===== src/logic/sdram_cfg_pkg.sv =====
`default_nettype none

package sdram_cfg_pkg;

  // bus side
  typedef logic [24:0] bus_adr_t;  // bank 24:23, row 22:10, column 9:0
  typedef logic [31:0] bus_dat_t;
  typedef logic [3:0]  bus_sel_t;  // also the dqm width

  // sdram side
  typedef logic [1:0]  bank_t;
  typedef logic [12:0] mem_addr_t;

  // timing counts in controller clock cycles
  localparam int POWERUP_CYCLES   = 20000;  // 100 us at 200 MHz
  localparam int INIT_REFRESHES   = 8;
  localparam int REFRESH_SPACING  = 8;      // also covers tRC
  localparam int REFRESH_INTERVAL = 780;
  localparam int ACT_TO_RW        = 4;      // tRCD plus margin
  localparam int CAS_LATENCY      = 2;
  localparam int MRS_TO_DONE      = 4;      // tMRD before the first access

  // cas 2, sequential, read burst 4, single location write
  localparam mem_addr_t MODE_WORD = 13'h0222;

  // counter widths
  typedef logic [$clog2(POWERUP_CYCLES)-1:0]   pwr_cnt_t;
  typedef logic [$clog2(REFRESH_INTERVAL)-1:0] ref_cnt_t;
  typedef logic [$clog2(INIT_REFRESHES+1)-1:0] init_ref_cnt_t;
  typedef logic [3:0]                          wait_cnt_t;  // short waits in the controller

endpackage

`default_nettype wire


===== src/logic/sdram_cmd_pkg.sv =====
`default_nettype none

package sdram_cmd_pkg;

  // {cs_n, ras_n, cas_n, we_n}
  typedef enum logic [3:0] {
    CMD_MRS       = 4'b0000,
    CMD_REFRESH   = 4'b0001,
    CMD_PRECHARGE = 4'b0010,
    CMD_ACTIVATE  = 4'b0011,
    CMD_WRITE     = 4'b0100,
    CMD_READ      = 4'b0101,
    CMD_NOP       = 4'b0111,
    CMD_DESL      = 4'b1111
  } sdram_cmd_e;

  typedef enum logic [2:0] {
    INIT_WAIT,
    INIT_PRECHARGE,
    INIT_SPACE,      // gap before each refresh and before mrs
    INIT_REFRESH,
    INIT_MODE,
    INIT_MODE_WAIT,
    INIT_DONE
  } init_state_e;

  typedef enum logic [2:0] {
    ST_IDLE,
    ST_ACTIVATE,
    ST_RW,           // ack cycle
    ST_READ_WAIT,
    ST_PRECHARGE,
    ST_REFRESH
  } ctrl_state_e;

endpackage

`default_nettype wire


===== src/logic/sdram_init_seq.sv =====
`timescale 1ns/1ns
`default_nettype none

module sdram_init_seq
  import sdram_cfg_pkg::*;
  import sdram_cmd_pkg::*;
(
  input  wire logic  clk_i,
  input  wire logic  rst_i,
  output sdram_cmd_e init_cmd_o,
  output bank_t      init_ba_o,
  output mem_addr_t  init_addr_o,
  output logic       init_done_o
);

  init_state_e   state;
  pwr_cnt_t      cnt;
  init_ref_cnt_t ref_cnt;

  always_ff @(posedge clk_i or posedge rst_i) begin
    if (rst_i) begin
      state   <= INIT_WAIT;
      cnt     <= pwr_cnt_t'(POWERUP_CYCLES - 1);
      ref_cnt <= '0;
    end else begin
      case (state)
        INIT_WAIT: begin
          if (cnt == '0) begin
            state <= INIT_PRECHARGE;
          end else begin
            cnt <= cnt - 1'b1;
          end
        end
        INIT_PRECHARGE: begin
          cnt   <= pwr_cnt_t'(REFRESH_SPACING - 2);
          state <= INIT_SPACE;
        end
        INIT_SPACE: begin
          if (cnt != '0) begin
            cnt <= cnt - 1'b1;
          end else if (ref_cnt == init_ref_cnt_t'(INIT_REFRESHES)) begin
            state <= INIT_MODE;
          end else begin
            state <= INIT_REFRESH;
          end
        end
        INIT_REFRESH: begin
          ref_cnt <= ref_cnt + 1'b1;
          cnt     <= pwr_cnt_t'(REFRESH_SPACING - 2);  // next refresh spacing cycles later
          state   <= INIT_SPACE;
        end
        INIT_MODE: begin
          cnt   <= pwr_cnt_t'(MRS_TO_DONE - 2);
          state <= INIT_MODE_WAIT;
        end
        INIT_MODE_WAIT: begin
          if (cnt == '0) begin
            state <= INIT_DONE;
          end else begin
            cnt <= cnt - 1'b1;
          end
        end
        INIT_DONE: state <= INIT_DONE;  // held until reset
        default: state <= INIT_WAIT;
      endcase
    end
  end

  always_comb begin
    init_cmd_o  = CMD_NOP;
    init_ba_o   = '0;  // mrs goes to bank 0
    init_addr_o = '0;
    case (state)
      INIT_PRECHARGE: begin
        init_cmd_o      = CMD_PRECHARGE;
        init_addr_o[10] = 1'b1;  // all banks
      end
      INIT_REFRESH: init_cmd_o = CMD_REFRESH;
      INIT_MODE: begin
        init_cmd_o  = CMD_MRS;
        init_addr_o = MODE_WORD;
      end
      default: init_cmd_o = CMD_NOP;
    endcase
  end

  assign init_done_o = (state == INIT_DONE);

  a_done_sticky: assert property (@(posedge clk_i) disable iff (rst_i)
    init_done_o |=> init_done_o)
    else $error("init_done dropped without reset");

endmodule

`default_nettype wire


===== src/logic/sdram_refresh_timer.sv =====
`timescale 1ns/1ns
`default_nettype none

module sdram_refresh_timer
  import sdram_cfg_pkg::*;
(
  input  wire logic clk_i,
  input  wire logic rst_i,
  input  wire logic enable_i,   // init done
  input  wire logic ref_ack_i,
  output logic      ref_req_o
);

  ref_cnt_t cnt;

  always_ff @(posedge clk_i or posedge rst_i) begin
    if (rst_i) begin
      cnt       <= ref_cnt_t'(REFRESH_INTERVAL - 1);
      ref_req_o <= 1'b0;
    end else if (!enable_i) begin
      cnt       <= ref_cnt_t'(REFRESH_INTERVAL - 1);
      ref_req_o <= 1'b0;
    end else if (ref_ack_i) begin
      cnt       <= ref_cnt_t'(REFRESH_INTERVAL - 1);  // interval restarts at the refresh
      ref_req_o <= 1'b0;
    end else if (cnt == '0) begin
      ref_req_o <= 1'b1;  // sticky until served
    end else begin
      cnt <= cnt - 1'b1;
    end
  end

  // the controller must only serve a refresh that was asked for
  a_ack_needs_req: assert property (@(posedge clk_i) disable iff (rst_i)
    ref_ack_i |-> ref_req_o)
    else $error("refresh ack without pending request");

endmodule

`default_nettype wire


===== src/logic/sdram_controller.sv =====
`timescale 1ns/1ns
`default_nettype none

module sdram_controller
  import sdram_cfg_pkg::*;
  import sdram_cmd_pkg::*;
(
  input  wire logic       clk_i,
  input  wire logic       rst_i,
  // bus side
  input  wire logic       cyc_i,
  input  wire logic       stb_i,
  input  wire logic       we_i,
  input  wire bus_sel_t   sel_i,
  input  wire bus_adr_t   adr_i,
  input  wire bus_dat_t   dat_i,
  output bus_dat_t        dat_o,
  output logic            ack_o,
  // power-up sequencer
  input  wire sdram_cmd_e init_cmd_i,
  input  wire bank_t      init_ba_i,
  input  wire mem_addr_t  init_addr_i,
  input  wire logic       init_done_i,
  // refresh timer
  input  wire logic       ref_req_i,
  output logic            ref_ack_o,
  // sdram pins
  output logic            cs_n_o,
  output logic            ras_n_o,
  output logic            cas_n_o,
  output logic            we_n_o,
  output bank_t           ba_o,
  output mem_addr_t       addr_o,
  output bus_sel_t        dqm_o,
  input  wire bus_dat_t   dq_i,
  output bus_dat_t        dq_o
);

  ctrl_state_e state;
  sdram_cmd_e  cmd_q;
  wait_cnt_t   delay;
  logic        select;
  logic        issue_rw;

  assign select    = cyc_i & stb_i;
  assign issue_rw  = (state == ST_ACTIVATE) && (delay == '0);
  assign ack_o     = (state == ST_RW);
  assign dat_o     = (ack_o && !we_i) ? dq_i : '0;
  assign ref_ack_o = init_done_i && (state == ST_IDLE) && ref_req_i;  // refresh beats access

  assign {cs_n_o, ras_n_o, cas_n_o, we_n_o} = cmd_q;

  always_ff @(posedge clk_i or posedge rst_i) begin
    if (rst_i) begin
      state  <= ST_IDLE;
      cmd_q  <= CMD_NOP;
      delay  <= '0;
      ba_o   <= '0;
      addr_o <= '0;
      dqm_o  <= '1;
    end else if (!init_done_i) begin
      cmd_q  <= init_cmd_i;  // sequencer owns the pins
      ba_o   <= init_ba_i;
      addr_o <= init_addr_i;
      dqm_o  <= '1;
    end else begin
      cmd_q <= CMD_NOP;
      case (state)
        ST_IDLE: begin
          if (ref_ack_o) begin
            cmd_q <= CMD_REFRESH;
            delay <= wait_cnt_t'(REFRESH_SPACING - 1);
            state <= ST_REFRESH;
          end else if (select) begin
            cmd_q  <= CMD_ACTIVATE;
            ba_o   <= adr_i[24:23];
            addr_o <= adr_i[22:10];  // row
            dqm_o  <= ~sel_i;
            delay  <= wait_cnt_t'(ACT_TO_RW);
            state  <= ST_ACTIVATE;
          end
        end
        ST_ACTIVATE: begin
          if (issue_rw) begin
            if (we_i) begin
              cmd_q <= CMD_WRITE;
              delay <= '0;
            end else begin
              cmd_q <= CMD_READ;
              delay <= wait_cnt_t'(CAS_LATENCY - 1);
            end
            addr_o <= {3'b000, adr_i[9:0]};  // column, a10 low so no auto precharge
            dqm_o  <= ~sel_i;
            state  <= ST_READ_WAIT;
          end else begin
            delay <= delay - 1'b1;
          end
        end
        // read: cas latency, write: one recovery cycle before ack
        ST_READ_WAIT: begin
          if (delay == '0) begin
            state <= ST_RW;
          end else begin
            delay <= delay - 1'b1;
          end
        end
        ST_RW: begin
          cmd_q <= CMD_PRECHARGE;  // bank still in ba_o
          state <= ST_PRECHARGE;
        end
        ST_PRECHARGE: begin
          dqm_o <= '1;
          state <= ST_IDLE;
        end
        ST_REFRESH: begin
          if (delay == '0) begin
            state <= ST_IDLE;
          end else begin
            delay <= delay - 1'b1;
          end
        end
        default: state <= ST_IDLE;
      endcase
    end
  end

  always_ff @(posedge clk_i) begin
    if (issue_rw && we_i) begin
      dq_o <= dat_i;  // launched with the WRITE command
    end
  end

  a_ack_one_cycle: assert property (@(posedge clk_i) disable iff (rst_i)
    ack_o |=> !ack_o)
    else $error("ack held for more than one cycle");

endmodule

`default_nettype wire


===== src/logic/sdram_subsys.sv =====
`timescale 1ns/1ns
`default_nettype none

module sdram_subsys
  import sdram_cfg_pkg::*;
  import sdram_cmd_pkg::*;
(
  input  wire logic     clk_i,
  input  wire logic     rst_i,
  input  wire logic     cyc_i,
  input  wire logic     stb_i,
  input  wire logic     we_i,
  input  wire bus_sel_t sel_i,
  input  wire bus_adr_t adr_i,
  input  wire bus_dat_t dat_i,
  output bus_dat_t      dat_o,
  output logic          ack_o,
  output logic          mem_clk_o,
  output logic          cke_o,
  output logic          cs_n_o,
  output logic          ras_n_o,
  output logic          cas_n_o,
  output logic          we_n_o,
  output bank_t         ba_o,
  output mem_addr_t     addr_o,
  output bus_sel_t      dqm_o,
  output bus_dat_t      dq_o,
  input  wire bus_dat_t dq_i
);

  sdram_cmd_e init_cmd;
  bank_t      init_ba;
  mem_addr_t  init_addr;
  logic       init_done;
  logic       ref_req;
  logic       ref_ack;

  assign mem_clk_o = ~clk_i;  // sdram samples mid-cycle
  assign cke_o     = ~rst_i;

  sdram_init_seq u_init (
    .clk_i       (clk_i),
    .rst_i       (rst_i),
    .init_cmd_o  (init_cmd),
    .init_ba_o   (init_ba),
    .init_addr_o (init_addr),
    .init_done_o (init_done)
  );

  sdram_refresh_timer u_refresh (
    .clk_i     (clk_i),
    .rst_i     (rst_i),
    .enable_i  (init_done),
    .ref_ack_i (ref_ack),
    .ref_req_o (ref_req)
  );

  sdram_controller u_ctrl (
    .clk_i       (clk_i),
    .rst_i       (rst_i),
    .cyc_i       (cyc_i),
    .stb_i       (stb_i),
    .we_i        (we_i),
    .sel_i       (sel_i),
    .adr_i       (adr_i),
    .dat_i       (dat_i),
    .dat_o       (dat_o),
    .ack_o       (ack_o),
    .init_cmd_i  (init_cmd),
    .init_ba_i   (init_ba),
    .init_addr_i (init_addr),
    .init_done_i (init_done),
    .ref_req_i   (ref_req),
    .ref_ack_o   (ref_ack),
    .cs_n_o      (cs_n_o),
    .ras_n_o     (ras_n_o),
    .cas_n_o     (cas_n_o),
    .we_n_o      (we_n_o),
    .ba_o        (ba_o),
    .addr_o      (addr_o),
    .dqm_o       (dqm_o),
    .dq_i        (dq_i),
    .dq_o        (dq_o)
  );

endmodule

`default_nettype wire


===== config.mk =====
export PLATFORM = sky130hd
export DESIGN_NAME = sdram_subsys
export DESIGN_NICKNAME = d
export VERILOG_FILES = /design/src/logic/sdram_cfg_pkg.sv /design/src/logic/sdram_cmd_pkg.sv /design/src/logic/sdram_init_seq.sv /design/src/logic/sdram_refresh_timer.sv /design/src/logic/sdram_controller.sv /design/src/logic/sdram_subsys.sv
export SDC_FILE = /design/constraint.sdc
export NUM_CORES = 1
export LEC_CHECK = 0
export ABC_CLOCK_PERIOD_IN_PS = 5000
export BUFFER_PORTS_ARGS = -buffer_cell sky130_fd_sc_hd__buf_2
export CAP_MARGIN = 20
export CORE_ASPECT_RATIO = 0.75
export CORE_MARGIN = 2
export CORE_UTILIZATION = 54
export CTS_BUF_LIST = sky130_fd_sc_hd__clkbuf_2 sky130_fd_sc_hd__clkbuf_4 sky130_fd_sc_hd__clkbuf_8
export CTS_CLUSTER_SIZE = 20
export DETAILED_ROUTE_END_ITERATION = 12
export PLACE_DENSITY = 0.86
export SLEW_MARGIN = 20
export SYNTH_ARGS = -nofsm -noshare
export SYNTH_HDL_FRONTEND = slang
export SYNTH_SLANG_ARGS = --single-unit

===== constraint.sdc =====
create_clock -name clk_i -period 5 [get_ports clk_i]
set_clock_uncertainty 0.2 [all_clocks]
set_input_delay 0.5 -clock clk_i [delete_from_list [all_inputs] [get_ports clk_i]]
set_output_delay 0.5 -clock clk_i [all_outputs]
set_load 0.02 [all_outputs]

==> reports/metrics.cfg <==
[routing]
drt-total-wl_mm=12.3
drt_iter0_drc=293
routed.top_layer=met4
met2_length_mm=6.06
viasPerCell=5.59
wl_met3_microns=937
wl_per_cell_microns=16.9
drcViolationCount=0
ant_nets=0
dr.pass1.iters=4
vias=4050
wl_met1_mm=4.99

[floorplanning]
die_area_sq_um=9460
dieHeight_microns=84.7
io_pins=188
coreArea_sq_um=8450
die_w_microns=112
num_rows=29
start_util_pct=55.5

[synth]
synth_top_area_cell=dfrtp_1
synthesis.area_sq_um=4690
syn_area_per_cell_sq_um=10.9
synth_top_area_share_pct=21.9
synth.top_cells.by_count=dfrtp_1 (41), nand2_1 (35), and2_1 (34)
synth_flop_cell=dfrtp_1
syn_nets=535
synth-warning-count=0
synthTopCellsByArea=dfrtp_1 (22%), edfxtp_1 (20%), dfstp_2 (12%)
yosys.cell_types.count=64
synth_seq_area_share_pct=54.1
synth_cells=431
synth_async_sr_flop_share_pct=66.0
synth_edf_count=32
ys_seq_elements=94
yosysMostFrequentCell=dfrtp_1

[sta]
maxSlewHeadroom_pct=43.0
rsz0062_at_grt=no
fin_ws_ns=1.26
finalSetupViolations=0
worst_slew_pin_slew_ns=0.848
finalHoldViolCount=0
slew_violations=0
tns_ns=0

[final_layout]
post-route-util_pct=70.1
diodes=0
fin_nets=715
area_growth_pct=26.3
drive_above_1_share_pct=41.6

[clock_tree]
path_clk_slew_ns=0.09
cts_buffer_depth=2
cts_made_buffers=9
postCtsSetupBuffers=0
ctsHoldBuffers=0
root_buffer=clkbuf_8
cts_tree=yes
clk_latency_ns=0.35
post_cts_resized=0
htreeDepth=3

[global_route]
grt_pass1_vias=3887
grt_usage_pct=25.7
grt_overflow=0
grt_pass1_wl_mm=19.3
grt_start_max_net_pins=64
antenna_found_initial=0

[job]
cap_violations=0

[placement]
portBuffers=186
gp_congestion=0.860
pre_cts_ws_ns=1.63
place_hpwl_mm=9.14

[min_path]
hold_path_class=in -> reg

[setup_path]
endpoint_kind=output port
crit_fanout=16
arrival_ns=3.04
timing_worst_setup_path_type=clk -> out
crit_required_ns=4.30
crit_path_start_kind=clock port

[pwr]
ir_worst_vdd_uv=157
power.density_nw_per_um2=241
leakage_nw=2.85

[outcome]
outcome=completed

sequential cells by signal, summed over array words and instances, names as in the netlist:
name and count:
u_init.state 3, u_init.ref_cnt 4, u_ctrl.addr_o 13, u_ctrl.ba_o 2
u_ctrl.delay 4, u_ctrl.dq_o 32, u_refresh.ref_req_o 1, u_ctrl.dqm_o 4
u_ctrl.cmd_q 3, u_refresh.cnt 10, u_ctrl.state 3, u_init.cnt 15
critical path: stages:
cell,delay [ns]
clkbuf_8,0.16
clkbuf_8,0.18
inv_1,0.05
buf_2,0.15
worst paths after layout:
check / slack [ns] / endpoint / from / cells after the start
hold reg to reg: 0.27 / u_init.ref_cnt[3] / u_init.ref_cnt[3] / 1
setup reg to reg: 2.12 / u_ctrl.addr_o[1] / u_ctrl.delay[0] / 6
hold / removal: 0.12 / u_ctrl.dq_o[3] / dat_i[3] / 1
max in group asynchronous: 3.93 / u_ctrl.addr_o[7] / rst_i / 3
min in group asynchronous: 0.17 / u_init.cnt[12] / rst_i / 3
setup / recovery: 1.26 / mem_clk_o / clk_i / 4
per-layer routing:
| layer | vias up | GRT usage [%] |
|---|---|---|
| li1 | 1900 | - |
| met1 | 1917 | 32.6 |
| met2 | 212 | 43.4 |
| met3 | 21 | 5.92 |
| met4 | 0 | 9.65 |
| met5 | - | 0 |
logic make-up after synthesis:
family | count (synthesis) | synth area share (%)
and+or+nand+nor | 176 | 20.6
DFF | 94 | 54.1
AOI/OAI and AO/OA | 66 | 9.44
muxes | 43 | 9.62
buffers and inverters | 39 | 3.41
adders and majority gates | 6 | 1.60
xor gates and xnor gates | 6 | 1.12
other | 1 | 0.0799
cells in the final DEF (no fill, tap or decap), types with 10 or more instances in the layout:
cell / instances
mux2i_1: 26
nor3_1: 10
mux2_2: 17
dfstp_2: 21
nand3_1: 17
inv_1: 17
buf_2: 186
edfxtp_1: 32
dfrtp_1: 41
and2_1: 34
nand2_1: 35
nor2_1: 27
a21oi_1: 25
area by class of cell:
cell class / instances / area (sq um)
Clock inverter: 7 / 97.6
Fill cell: 631 / 2520
Inverter: 18 / 67.6
Clock buffer: 11 / 136
Timing Repair Buffer: 188 / 952
Sequential cell: 94 / 2540
Tap cell: 108 / 135
Multi-Input combinational cell: 298 / 2000
stage by stage:
stage	total power [mW]	instance area (sq um)	hold slack, ns	cells
after floorplan	0.841	4690	0.234	431
after global placement	0.888	5690	0.251	707
after detailed placement	0.890	5690	0.258	707
after CTS	1.44	5920	0.0989	723
after global routing	1.48	5930	0.0961	724
final	1.43	5930	0.116	724
where the power goes:
| part | switching [mW] | internal, mW | total [mW] |
|---|---|---|---|
| combinational | 0.0267 | 0.0298 | 0.0566 |
| clock | 0.279 | 0.298 | 0.577 |
| sequential | 0 | 0.796 | 0.796 |
Power figures use the tool's default switching activity.
